### src/source/bicubic_pkg.sv
`default_nettype none

package bicubic_pkg;

    localparam int FRAC_BITS    = 8;    // Fraction bits of a position
    localparam int WEIGHT_ONE   = 256;  // Unity gain that the weights sum to
    localparam int WEIGHT_SHIFT = 17;   // Drops the 2^24 f^3 scale and the halving to leave 1/256
    localparam int ROUND_BIAS   = 128;  // Half of one unit before the shift
    localparam int PIXEL_MAX    = 255;

    typedef logic [7:0]          pixel_t;
    typedef logic [13:0]         img_addr_t;
    typedef logic [9:0]          res_addr_t;  // Up to 32x32 results
    typedef logic [5:0]          coord_t;
    typedef logic [15:0]         pos_t;       // 8.8 fixed point
    typedef logic [7:0]          frac_t;
    typedef logic signed [10:0]  weight_t;

    typedef struct packed {
        logic [6:0] v0;
        logic [6:0] h0;
        logic [4:0] sw;
        logic [4:0] sh;
        coord_t     tw;
        coord_t     th;
    } job_cfg_t;

    // Sampled position split into integer and fraction parts
    typedef struct packed {
        logic [7:0] ix;
        logic [7:0] iy;
        frac_t      fx;
        frac_t      fy;
    } sample_pos_t;

    typedef struct packed {
        pixel_t [3:0][3:0] px;  // px[row][col], row-major
    } pixel_window_t;

    typedef struct packed {
        weight_t w0;
        weight_t w1;
        weight_t w2;
        weight_t w3;
    } weight_set_t;

    typedef struct packed {
        logic      en;
        img_addr_t addr;
    } src_rd_t;

    typedef struct packed {
        logic      en;
        res_addr_t addr;
        pixel_t    data;
    } res_wr_t;

endpackage

`default_nettype wire

### src/source/cubic_weights.sv
`default_nettype none

module cubic_weights (
    input  wire                        CLK,
    input  wire                        RST,
    input  wire bicubic_pkg::frac_t    frac,
    output bicubic_pkg::weight_set_t   weights
);

    logic signed [27:0]   f;
    logic signed [27:0]   f2;
    logic signed [27:0]   f3;
    logic signed [27:0]   n0;
    logic signed [27:0]   n2;
    logic signed [27:0]   n3;
    bicubic_pkg::weight_t w0;
    bicubic_pkg::weight_t w1;
    bicubic_pkg::weight_t w2;
    bicubic_pkg::weight_t w3;

    assign f  = 28'(frac);
    assign f2 = f * f;     // Shared by all three polynomials
    assign f3 = f2 * f;

    // Numerators over 2^24 before the halving and the 1/256 scale
    assign n0 = -f3 + (f2 <<< 9) - (f <<< 16);
    assign n2 = -(f3 + (f3 <<< 1)) + (f2 <<< 10) + (f <<< 16);
    assign n3 = f3 - (f2 <<< 8);

    // Upper bits are the floor of the quotient
    assign w0 = n0[bicubic_pkg::WEIGHT_SHIFT +: $bits(bicubic_pkg::weight_t)];
    assign w2 = n2[bicubic_pkg::WEIGHT_SHIFT +: $bits(bicubic_pkg::weight_t)];
    assign w3 = n3[bicubic_pkg::WEIGHT_SHIFT +: $bits(bicubic_pkg::weight_t)];
    assign w1 = bicubic_pkg::weight_t'(bicubic_pkg::WEIGHT_ONE) - w0 - w2 - w3;

    always_ff @(posedge CLK or posedge RST) begin
        if (RST) begin
            weights <= '0;
        end else begin
            weights <= '{w0: w0, w1: w1, w2: w2, w3: w3};
        end
    end

endmodule

`default_nettype wire

### src/source/interp_engine.sv
`default_nettype none

module interp_engine (
    input  wire                              CLK,
    input  wire                              RST,
    input  wire                              calc_start,
    input  wire bicubic_pkg::sample_pos_t    sample_pos,
    input  wire bicubic_pkg::pixel_window_t  window,
    output bicubic_pkg::pixel_t              result,
    output logic                             result_valid
);

    bicubic_pkg::weight_set_t   wx;
    bicubic_pkg::weight_set_t   wy;
    bicubic_pkg::pixel_t [3:0]  row_res;
    logic [2:0]                 phase;    // 1..4 rows, 5 column
    logic [1:0]                 row_sel;

    // One 4-tap pass with rounding and clamping
    function automatic bicubic_pkg::pixel_t filter4(
        input bicubic_pkg::weight_set_t w,
        input bicubic_pkg::pixel_t [3:0] s
    );
        logic signed [21:0] acc;
        acc = w.w0 * $signed({1'b0, s[0]})
            + w.w1 * $signed({1'b0, s[1]})
            + w.w2 * $signed({1'b0, s[2]})
            + w.w3 * $signed({1'b0, s[3]});
        acc = (acc + 22'(bicubic_pkg::ROUND_BIAS)) >>> bicubic_pkg::FRAC_BITS;
        if (acc < 0) begin
            filter4 = '0;
        end else if (acc > 22'(bicubic_pkg::PIXEL_MAX)) begin
            filter4 = 8'hff;
        end else begin
            filter4 = acc[7:0];
        end
    endfunction

    cubic_weights u_weights_x (
        .CLK     (CLK),
        .RST     (RST),
        .frac    (sample_pos.fx),
        .weights (wx)
    );

    cubic_weights u_weights_y (
        .CLK     (CLK),
        .RST     (RST),
        .frac    (sample_pos.fy),
        .weights (wy)
    );

    assign row_sel = 2'(phase - 3'd1);

    always_ff @(posedge CLK or posedge RST) begin
        if (RST) begin
            phase        <= '0;
            result_valid <= 1'b0;
        end else begin
            if (calc_start) begin
                phase <= 3'd1;  // Weights settle on this edge
            end else if (phase == 3'd5) begin
                phase <= '0;
            end else if (phase != '0) begin
                phase <= phase + 3'd1;
            end
            result_valid <= (phase == 3'd5);
        end
    end

    always_ff @(posedge CLK) begin
        if (phase inside {[3'd1:3'd4]}) begin
            row_res[row_sel] <= filter4(wx, window.px[row_sel]);  // Horizontal pass
        end else if (phase == 3'd5) begin
            result <= filter4(wy, row_res);   // Vertical pass
        end
    end

endmodule

`default_nettype wire

### src/source/window_fetch.sv
`default_nettype none

module window_fetch #(
    parameter int unsigned SRC_WIDTH  = 100,
    parameter int unsigned SRC_HEIGHT = 100
) (
    input  wire                            CLK,
    input  wire                            RST,
    input  wire                            fetch_start,
    input  wire bicubic_pkg::sample_pos_t  sample_pos,
    input  wire bicubic_pkg::pixel_t       src_data,
    output bicubic_pkg::src_rd_t           src_rd,
    output bicubic_pkg::pixel_window_t     window,
    output logic                           window_valid
);

    logic                   rd_active;
    logic [3:0]             rd_idx;      // {row, col} within the 4x4
    logic                   cap_active;
    logic [3:0]             cap_idx;
    logic [8:0]             rd_row;
    logic [8:0]             rd_col;
    bicubic_pkg::img_addr_t row_base;

    // Neighbourhood spans iy-1..iy+2 and ix-1..ix+2
    assign rd_row = 9'(sample_pos.iy) + 9'(rd_idx[3:2]) - 9'd1;
    assign rd_col = 9'(sample_pos.ix) + 9'(rd_idx[1:0]) - 9'd1;

    // Row times image width as a sum of shifted rows
    always_comb begin
        row_base = '0;
        for (int b = 0; b < $bits(bicubic_pkg::img_addr_t); b++) begin
            if (SRC_WIDTH[b]) begin
                row_base = row_base + (bicubic_pkg::img_addr_t'(rd_row) << b);
            end
        end
    end

    always_ff @(posedge CLK or posedge RST) begin
        if (RST) begin
            rd_active  <= 1'b0;
            rd_idx     <= '0;
            cap_active <= 1'b0;
            cap_idx    <= '0;
        end else begin
            if (fetch_start) begin
                rd_active <= 1'b1;
                rd_idx    <= '0;
            end else if (rd_active) begin
                rd_idx <= rd_idx + 4'd1;
                if (rd_idx == 4'd15) rd_active <= 1'b0;
            end
            cap_active <= rd_active;  // Memory answers one cycle later
            cap_idx    <= rd_idx;
        end
    end

    always_ff @(posedge CLK) begin
        if (cap_active) window.px[cap_idx[3:2]][cap_idx[1:0]] <= src_data;
    end

    assign src_rd       = '{en: rd_active, addr: row_base + bicubic_pkg::img_addr_t'(rd_col)};
    assign window_valid = cap_active && (cap_idx == 4'd15);  // Last pixel lands on this edge

    // Job window must keep the whole neighbourhood inside the image
    a_in_image: assert property (@(posedge CLK) disable iff (RST)
        src_rd.en |-> (rd_row < SRC_HEIGHT) && (rd_col < SRC_WIDTH)
                      && (src_rd.addr < SRC_WIDTH * SRC_HEIGHT))
        else $error("Source read outside the image at row %0d col %0d", rd_row, rd_col);

endmodule

`default_nettype wire

### src/source/target_stepper.sv
`default_nettype none

module target_stepper (
    input  wire                          CLK,
    input  wire                          RST,
    input  wire bicubic_pkg::job_cfg_t   cfg,
    input  wire                          cfg_load,
    input  wire                          advance,
    output bicubic_pkg::sample_pos_t     sample_pos,
    output bicubic_pkg::res_addr_t       res_addr,
    output logic                         last_pixel
);

    bicubic_pkg::coord_t tx;
    bicubic_pkg::coord_t ty;
    bicubic_pkg::coord_t tw_q;
    bicubic_pkg::coord_t th_q;
    logic [6:0]          h0_q;
    bicubic_pkg::pos_t   step_x;
    bicubic_pkg::pos_t   step_y;
    bicubic_pkg::pos_t   pos_x;
    bicubic_pkg::pos_t   pos_y;
    logic                row_end;

    // Only 8, 16 and 32 are legal target sizes
    function automatic logic [2:0] size_log2(input bicubic_pkg::coord_t size);
        case (size)
            6'd16:   size_log2 = 3'd4;
            6'd32:   size_log2 = 3'd5;
            default: size_log2 = 3'd3;
        endcase
    endfunction

    assign row_end = (tx == tw_q - 6'd1);

    always_ff @(posedge CLK or posedge RST) begin
        if (RST) begin
            tx   <= '0;
            ty   <= '0;
            tw_q <= '0;
            th_q <= '0;
        end else if (cfg_load) begin
            tx   <= '0;
            ty   <= '0;
            tw_q <= cfg.tw;
            th_q <= cfg.th;
        end else if (advance) begin
            if (row_end) begin
                tx <= '0;
                ty <= ty + 6'd1;
            end else begin
                tx <= tx + 6'd1;
            end
        end
    end

    always_ff @(posedge CLK) begin
        if (cfg_load) begin
            h0_q   <= cfg.h0;
            // Source span in 1/256 divided by the target size
            step_x <= (bicubic_pkg::pos_t'(cfg.sw) << bicubic_pkg::FRAC_BITS) >> size_log2(cfg.tw);
            step_y <= (bicubic_pkg::pos_t'(cfg.sh) << bicubic_pkg::FRAC_BITS) >> size_log2(cfg.th);
            pos_x  <= bicubic_pkg::pos_t'(cfg.h0) << bicubic_pkg::FRAC_BITS;
            pos_y  <= bicubic_pkg::pos_t'(cfg.v0) << bicubic_pkg::FRAC_BITS;
        end else if (advance) begin
            if (row_end) begin
                pos_x <= bicubic_pkg::pos_t'(h0_q) << bicubic_pkg::FRAC_BITS;  // Back to h0
                pos_y <= pos_y + step_y;
            end else begin
                pos_x <= pos_x + step_x;
            end
        end
    end

    assign sample_pos = '{ix: pos_x[15:8], iy: pos_y[15:8], fx: pos_x[7:0], fy: pos_y[7:0]};
    assign res_addr   = (bicubic_pkg::res_addr_t'(ty) << size_log2(tw_q))
                        + bicubic_pkg::res_addr_t'(tx);
    assign last_pixel = row_end && (ty == th_q - 6'd1);

    a_pow2_size: assert property (@(posedge CLK) disable iff (RST)
        cfg_load |=> (tw_q inside {6'd8, 6'd16, 6'd32}) && (th_q inside {6'd8, 6'd16, 6'd32}))
        else $error("Target size is not 8, 16 or 32");

endmodule

`default_nettype wire

### src/source/scale_sequencer.sv
`default_nettype none

module scale_sequencer (
    input  wire                          CLK,
    input  wire                          RST,
    input  wire                          window_valid,
    input  wire                          result_valid,
    input  wire                          last_pixel,
    input  wire bicubic_pkg::res_addr_t  res_addr,
    input  wire bicubic_pkg::pixel_t     result,
    output logic                         cfg_load,
    output logic                         fetch_start,
    output logic                         calc_start,
    output logic                         advance,
    output bicubic_pkg::res_wr_t         res_wr,
    output logic                         done
);

    typedef enum logic [2:0] {
        IDLE,
        LOAD,
        FETCH,
        CALC,
        WRITE,
        STEP,
        FINISH
    } state_t;

    state_t state;
    state_t state_nx;

    logic                   wr_en;
    bicubic_pkg::res_addr_t wr_addr;
    bicubic_pkg::pixel_t    wr_data;
    logic                   wr_take;

    always_comb begin
        state_nx = state;
        case (state)
            IDLE:    state_nx = LOAD;
            LOAD:    state_nx = FETCH;
            FETCH:   if (window_valid) state_nx = CALC;
            CALC:    if (result_valid) state_nx = WRITE;
            WRITE:   state_nx = last_pixel ? FINISH : STEP;
            STEP:    state_nx = FETCH;
            FINISH:  state_nx = IDLE;
            default: state_nx = IDLE;
        endcase
    end

    assign wr_take = (state == CALC) && result_valid;  // Result held this cycle

    always_ff @(posedge CLK or posedge RST) begin
        if (RST) begin
            state       <= IDLE;
            fetch_start <= 1'b0;
            calc_start  <= 1'b0;
            wr_en       <= 1'b0;
        end else begin
            state       <= state_nx;
            // Strobe on the first cycle of each wait state
            fetch_start <= (state_nx == FETCH) && (state != FETCH);
            calc_start  <= (state_nx == CALC) && (state != CALC);
            wr_en       <= wr_take;
        end
    end

    always_ff @(posedge CLK) begin
        if (wr_take) begin
            wr_addr <= res_addr;
            wr_data <= result;
        end
    end

    assign cfg_load = (state == LOAD);
    assign advance  = (state == STEP);   // Position moves once the write is out
    assign done     = (state == FINISH);
    assign res_wr   = '{en: wr_en, addr: wr_addr, data: wr_data};

    // A new fetch or filter pass never overlaps the pending write
    a_no_overlap: assert property (@(posedge CLK) disable iff (RST)
        res_wr.en |-> !(fetch_start || calc_start))
        else $error("fetch_start or calc_start coincides with res_wr.en");

endmodule

`default_nettype wire

### src/source/bicubic_top.sv
`default_nettype none

module bicubic_top #(
    parameter int unsigned SRC_WIDTH  = 100,
    parameter int unsigned SRC_HEIGHT = 100
) (
    input  wire                         CLK,
    input  wire                         RST,
    input  wire bicubic_pkg::job_cfg_t  cfg,
    output bicubic_pkg::src_rd_t        src_rd,
    input  wire bicubic_pkg::pixel_t    src_data,
    output bicubic_pkg::res_wr_t        res_wr,
    output logic                        done
);

    // Sequencer strobes
    logic cfg_load;
    logic fetch_start;
    logic calc_start;
    logic advance;

    // Status back to the sequencer
    logic window_valid;
    logic result_valid;
    logic last_pixel;

    // Datapath
    bicubic_pkg::sample_pos_t   sample_pos;
    bicubic_pkg::res_addr_t     res_addr;
    bicubic_pkg::pixel_window_t window;
    bicubic_pkg::pixel_t        result;

    scale_sequencer u_sequencer (
        .CLK          (CLK),
        .RST          (RST),
        .window_valid (window_valid),
        .result_valid (result_valid),
        .last_pixel   (last_pixel),
        .res_addr     (res_addr),
        .result       (result),
        .cfg_load     (cfg_load),
        .fetch_start  (fetch_start),
        .calc_start   (calc_start),
        .advance      (advance),
        .res_wr       (res_wr),
        .done         (done)
    );

    target_stepper u_stepper (
        .CLK        (CLK),
        .RST        (RST),
        .cfg        (cfg),
        .cfg_load   (cfg_load),
        .advance    (advance),
        .sample_pos (sample_pos),
        .res_addr   (res_addr),
        .last_pixel (last_pixel)
    );

    window_fetch #(
        .SRC_WIDTH  (SRC_WIDTH),
        .SRC_HEIGHT (SRC_HEIGHT)
    ) u_fetch (
        .CLK          (CLK),
        .RST          (RST),
        .fetch_start  (fetch_start),
        .sample_pos   (sample_pos),
        .src_data     (src_data),
        .src_rd       (src_rd),
        .window       (window),
        .window_valid (window_valid)
    );

    interp_engine u_engine (
        .CLK          (CLK),
        .RST          (RST),
        .calc_start   (calc_start),
        .sample_pos   (sample_pos),
        .window       (window),
        .result       (result),
        .result_valid (result_valid)
    );

endmodule

`default_nettype wire

### config.mk
export PLATFORM = sky130hd
export DESIGN_NAME = bicubic_top
export DESIGN_NICKNAME = d
export VERILOG_FILES = /design/src/source/bicubic_pkg.sv /design/src/source/cubic_weights.sv /design/src/source/interp_engine.sv /design/src/source/window_fetch.sv /design/src/source/target_stepper.sv /design/src/source/scale_sequencer.sv /design/src/source/bicubic_top.sv
export SDC_FILE = /design/constraint.sdc
export NUM_CORES = 2
export LEC_CHECK = 0
export BUFFER_PORTS_ARGS = -buffer_cell sky130_fd_sc_hd__clkbuf_2
export CAP_MARGIN = 20
export CORE_MARGIN = 1.5
export CORE_UTILIZATION = 60
export CTS_BUF_LIST = sky130_fd_sc_hd__clkbuf_8
export DETAILED_ROUTE_END_ITERATION = 12
export GPL_TIMING_DRIVEN = 0
export PLACE_DENSITY_LB_ADDON = 0.15
export SETUP_SLACK_MARGIN = 0.02
export SLEW_MARGIN = 15
export SYNTH_ARGS = -nofsm -noshare
export SYNTH_HDL_FRONTEND = slang
export SYNTH_SLANG_ARGS = --single-unit
### constraint.sdc
create_clock -name CLK -period 13.39 [get_ports CLK]
set_clock_uncertainty 0.2 [all_clocks]
set_input_delay 1.339 -clock CLK [delete_from_list [all_inputs] [get_ports CLK]]
set_output_delay 1.339 -clock CLK [all_outputs]
set_load 0.01 [all_outputs]
Yosys cells after proc, flatten, opt, wreduce, memory -nomap -nowiden
Index checks and enable logic that the tools add are counted.
Storage, ports and cells
  register bits after elaboration: 389
  word-level logic and storage cells: 210
Cells by class
  $add $sub $neg: 47
  multiply operators: 12
  magnitude comparators: 12
  equality and inequality tests: 21
  shifts and indexed selects: 3
  mux-type cells: 43
  bitwise gates (word level): 1
  reduce and logical (&&, ||, !) cells: 19
Operators with widths (number)
  $add 28x28->28: 6
  $mul 11x9->20: 8
  $add 22x22->22: 6
  $bwmux 128: 1
  $neg 28->28: 4
  $mux 15: 5
  $bmux 32 s2: 1
  $demux 32 s2: 1
  $mux 32: 2
  $add 28x25->28: 2
  $mul 28x9->28: 2
  $sub 28x25->28: 2
  $sub 28x28->28: 2
  $mux 8: 6
  $add 22x9->22 const B: 2
  $sub 11x11->11: 4
  $mux 6: 6
  $add 16x16->16: 2
  $bwmux 32: 1
  $demux 8 s2: 2
  $mul 8x8->16: 2
  $shr 13x3->16: 2
  $gt 14x9->1 const B: 2
  $lt 14x1->1 const B: 2
  other kinds (39): 85

Logic depth before layout (Yosys ltp)
  depth in word-level cells: 13
  depth in mapped cells: 61

Modules after synthesis
Synthesis repeated with hierarchy kept, for this count alone.
Unflattened totals
  cell total of the unflattened synthesis: 6633
  area total of the unflattened synthesis: 64575.7 um^2
By module, submodules not included
  interp_engine: times used 1, cells each 3175, area an instance 31087.3 um^2
  cubic_weights (u_engine.u_weights_x): times used 1, cells each 1241, area an instance 10746.6 um^2
  cubic_weights (u_engine.u_weights_y): times used 1, cells each 1247, area an instance 10642.7 um^2
  window_fetch: times used 1, cells each 355, area an instance 5768.0 um^2
  target_stepper: times used 1, cells each 573, area an instance 5509.0 um^2
  scale_sequencer: times used 1, cells each 42, area an instance 822.0 um^2

Worst setup path before layout
Ideal clock, no wire load.
  path kind: register to register
  from: register u_stepper.pos_y[1]
  to: register u_engine.u_weights_y.weights[32] (netlist bit)
  arrival: 13019 ps
  required time: 13056 ps
  path slack: 38 ps
  stages on the path, launching flop included: 54
  path through: dfxtp_1 > clkbuf_1 > clkinv_1 > nor2_1 > inv_1 > fa_1 > fa_1 > fa_1 > fa_1 > inv_1 > ha_1 > o21ai_0 > a21boi_0 > o21ai_0 > nand2b_1 > xor2_1 > inv_1 > nor2_1 > [... 18 more ...] > or3_1 > nand3_1 > and2_1 > nor2_1 > fa_1 > inv_1 > ha_1 > ha_1 > a21oi_1 > nor2b_1 > o21a_1 > or4_1 > a31o_2 > a21oi_1 > xnor2_1 > xnor2_1 > xnor2_1 > xnor3_1
On the way
  word-level cells in the longest chain between the ends: 8
RTL lines
  start, declared: RTL line target_stepper.sv:22  | bicubic_pkg::pos_t pos_y;
  start signal, assigned: RTL line target_stepper.sv:64  | pos_y <= bicubic_pkg::pos_t'(cfg.v0) << bicubic_pkg::FRAC_BITS;
  start signal, assigned: RTL line target_stepper.sv:68  | pos_y <= pos_y + step_y;
  $mul 8x8->16: RTL line cubic_weights.sv:22  | assign f2 = f * f;
  $mul 28x9->28: RTL line cubic_weights.sv:23  | assign f3 = f2 * f;
  $add 28x28->28: RTL line cubic_weights.sv:27  | assign n2 = -(f3 + (f3 <<< 1)) + (f2 <<< 10) + (f <<< 16);
  $neg 28->28: RTL line cubic_weights.sv:27
  $add 28x28->28: RTL line cubic_weights.sv:27
  $add 28x25->28 *: RTL line cubic_weights.sv:27
  net u_engine.u_weights_y.n2[20]: RTL line cubic_weights.sv:14  | logic signed [27:0] n2;
  $sub 11x11->11 * (2 in a row): RTL line cubic_weights.sv:34  | assign w1 = bicubic_pkg::weight_t'(bicubic_pkg::WEIGHT_ONE) - w0 - w2 - w3;
  net u_engine.u_weights_y.w1[10]: RTL line cubic_weights.sv:17  | bicubic_pkg::weight_t w1;
  end signal, assigned: RTL line cubic_weights.sv:40  | weights <= '{w0: w0, w1: w1, w2: w2, w3: w3};
  end, declared: RTL line cubic_weights.sv:7  | output bicubic_pkg::weight_set_t weights
The timed path passes the listed nets; every way through them passes the cells marked *.
A chain may end at the register's enable or synchronous reset.

Final worst setup path
  from: register u_stepper.pos_x[3]
  to: register u_engine.u_weights_x.weights[32] (netlist bit)
On the way
  word-level cells in the longest chain between the ends: 8
RTL lines
  start, declared: RTL line target_stepper.sv:21  | bicubic_pkg::pos_t pos_x;
  start signal, assigned: RTL line target_stepper.sv:63  | pos_x <= bicubic_pkg::pos_t'(cfg.h0) << bicubic_pkg::FRAC_BITS;
  start signal, assigned: RTL line target_stepper.sv:67  | pos_x <= bicubic_pkg::pos_t'(h0_q) << bicubic_pkg::FRAC_BITS;
  start signal, assigned: RTL line target_stepper.sv:70  | pos_x <= pos_x + step_x;
  $mul 8x8->16: RTL line cubic_weights.sv:22
  $mul 28x9->28: RTL line cubic_weights.sv:23
  $add 28x28->28: RTL line cubic_weights.sv:27
  $neg 28->28: RTL line cubic_weights.sv:27
  $add 28x28->28: RTL line cubic_weights.sv:27
  $add 28x25->28 *: RTL line cubic_weights.sv:27
  net u_engine.u_weights_x.n2[24]: RTL line cubic_weights.sv:14
  $sub 11x11->11 * (2 in a row): RTL line cubic_weights.sv:34
  net u_engine.u_weights_x.w1[10]: RTL line cubic_weights.sv:17
  end signal, assigned: RTL line cubic_weights.sv:40
  end, declared: RTL line cubic_weights.sv:7
Marks and branches as above.

==> implementation parameters <==
Parameter                              Value

Global routing
  Pin count of the biggest net entering global routing    92
  Overflow left after global routing    0
  Number of global-route vias before repair    46.8k
  First-pass GRT wire length    238,000 um
  Total routing resource utilization after global routing    28.1%
  Initial antenna violation count    19

Floorplanning
  Count of pins on the block boundary    81
  Die footprint    107,000 um2
  Placeable core area    104,000 um2
  Row Count    118
  Starting density of the core    60.6%
  Die boundary width    326 um
  Vertical die dimension    326 um

Worst setup path
  Worst endpoint required time    13,760 ps
  Most frequent cell on the critical path    fa_1
  Critical path class    flip-flop to flip-flop
  Category of cells accounting for the largest share of critical-path delay    adder cells
  CP Launch Type    flip-flop
  Slowest library cell on the worst path    fa_1
  Crit-path max cell delay    560 ps
  Largest fanout on the critical path    10
  Buffering stage count on the worst path with inverters included    10
  CP Capture Type    flip-flop
  Endpoint arrival time on the critical path    13,640 ps

Synthesis
  Synth top cells by count    1,427 x inv_1, 908 x fa_1, 878 x ha_1
  Post-synthesis async set-or-reset flop share    34.8%
  Top-area cell type share of the netlist area    29.0%
  Number of enable flip-flop cells after synthesis    231
  Sequential element share of the synthesized area    16.8%
  Synth warn    0
  Post-synth top flop    edfxtp_1
  Post-synthesis area per instance    9.61 um2
  Total standard cell area after synthesis    62,800 um2
  Post-Syn Instances    6,531
  Area contributors post-synth    fa_1 29%, ha_1 18%, edfxtp_1 11%
  Yosys cell types    89
  Top cell type by total area after synthesis    fa_1
  Count of state elements after synthesis    379
  Top-count cell post-synth    inv_1

Route
  Drt first pass iters    5
  Number of vias after detailed routing    45.0k
  Drc violations    0
  Number of vias per cell    5.42
  Antenna violation net count after detailed routing    0
  Iteration-0 DRC count of the detailed router    2,498
  Wire length per cell after detailed routing    17.7 um
  Routed Wire Length    147,000 um

Clock network
  CTS tree    built
  Clock slew at the register clock pins of the worst setup and hold paths    60 ps
  Cell at the root of the clock tree    clkbuf_8
  Sink count of the clock tree    379
  H-tree lvl count    3
  Max Buffers Root-to-Sink    3
  Number of buffers inserted during clock tree synthesis    72
  Latest clock arrival within the worst-skew pair    700 ps

STA
  Number of endpoints with negative hold slack in the final report    0
  Max Clock Freq    75.4 MHz
  Final critical-path share of the clock period    99.1%
  Relative slew margins    22.9%
  RSZ-0062 raised after global routing    yes
  Fin. max-slew vios    0
  Worst-Margin Slew    1150 ps
  Final setup vio count    0
  Min Clock Period, post-route    13,270 ps

Final layout
  Total number of nets in the final design    8,692
  Fill count    8,161
  Fraction of layout cells with a size suffix above 1    9.63%
  Final design utilization    67.1%
  Area overhead of the layout relative to synthesis    10.8%

Hold path
  Hold Path Class    flip-flop to flip-flop

Run status
  Run status    finished clean

Flow run
  Count of maximum capacitance violations    0

Placement
  Routability cong.    0.891
  Count of input and output buffers    78
  Placed wire-length estimate after detailed placement    121,000 um
==> worst reg2reg max path: cells and delay by family, from the launching register on <==
kind | cells | cell delay (ps)
compound gates | 10 | 1750
xor+xnor | 7 | 1180
fa+ha+maj | 16 | 6710
buf+inv | 10 | 900
flops | 1 | 400
simple gates | 9 | 1970
==> metal layers <==
metal	vias to the layer above	routed length [um]	global-route usage, %
li1	21266	-	-
met2	1102	68300	45.8
met1	22381	64100	38.2
met3	252	10300	5.57
met4	20	4340	7.93
met5	-	109	0
==> cell usage in the layout (no fill, tap or decap), types with 91 or more instances in the layout <==
master / instances
a21o_1: 91
a21oi_1: 217
and2_1: 452
buf_4: 120
clkbuf_1: 99
dfrtp_1: 132
edfxtp_1: 231
fa_1: 906
ha_1: 838
inv_1: 1420
nand2_1: 486
nor2_1: 295
o21ai_0: 135
xnor2_1: 231
xor2_1: 100
==> layout make-up <==
class                      instances  area, um2  area share [%]
clock inverter                    52        357           0.513
multi-input combinational       4643      48200            69.4
sequential                       379      10600            15.3
tap                             1380       1730            2.48
inverter                        1435       5470            7.87
clock buffer                      79       1090            1.56
timing repair buffer             201       1370            1.98
antenna                            7       17.5          0.0252
buffer                           128        668           0.961
==> sequential cells by signal (all words and copies together) (netlist names), 3 cells and up <==
signal and cells:
u_engine.u_weights_x.weights 44, u_engine.phase 3, u_stepper.th_q 6, u_sequencer.wr_addr 10, u_stepper.tw_q 6, u_engine.row_res 32
u_engine.result 8, u_stepper.pos_x 15, u_stepper.ty 6, u_sequencer.wr_data 8, u_stepper.h0_q 7, u_stepper.tx 6
u_engine.u_weights_y.weights 44, u_fetch.cap_idx 4, u_fetch.window 128, u_stepper.pos_y 15, u_stepper.step_x 12, u_sequencer.state 3
u_stepper.step_y 12, u_fetch.rd_idx 4
==> path summary, 6_finish.rpt <==
path                                         start                          endpoint  slack [ps]  cells past startpoint
min in group asynchronous                      RST                 u_sequencer.wr_en         420                      2
worst max-delay path            u_stepper.pos_x[3]  u_engine.u_weights_x.weights[32]         120                     52
worst min-delay path            u_engine.result[2]            u_sequencer.wr_data[2]         220                      0
max in group asynchronous                      RST  u_engine.u_weights_x.weights[17]       11750                      3
worst min register to register  u_engine.result[2]            u_sequencer.wr_data[2]         220                      0
worst max register to register  u_stepper.pos_x[3]  u_engine.u_weights_x.weights[32]         120                     52
==> what timing repair did <==
action / 4_1_cts / 5_1_grt
hold buffers: 0 / 0
buffers inserted: 61 / 61
pin swaps: 55 / 125
gates resized for setup: 242 / 172
endpoints found under the setup margin: 21 / 31
==> through the flow <==
| stage | cell area [um2] | TNS [ps] | hold WS, ps | worst slack (ps) | cells |
|---|---|---|---|---|---|
| floorplan | 63000 | 0 | 175 | 37.8 | 6587 |
| global placement | 65100 | -23370 | 203 | -2730 | 8045 |
| detailed placement | 65200 | -24560 | 205 | -2500 | 8047 |
| CTS | 68300 | 0 | 217 | 34.0 | 8239 |
| global route | 69500 | -511 | 225 | -315 | 8299 |
| finish | 69500 | 0 | 216 | 124 | 8304 |
==> cells by family after synthesis <==
family	count (synthesis)	share of synthesized area [%]
xor gates and xnor gates	384	5.41
DFF	379	16.8
and+or+nand+nor	1589	12.5
AOI/OAI and AO/OA	777	7.96
other	2	0.0120
adders and majority gates	1788	46.5
muxes	47	1.41
buffers and inverters	1565	9.38
Power is not shown: default switching activity piles up to over one toggle a cycle in this logic, so the estimate is an artifact.
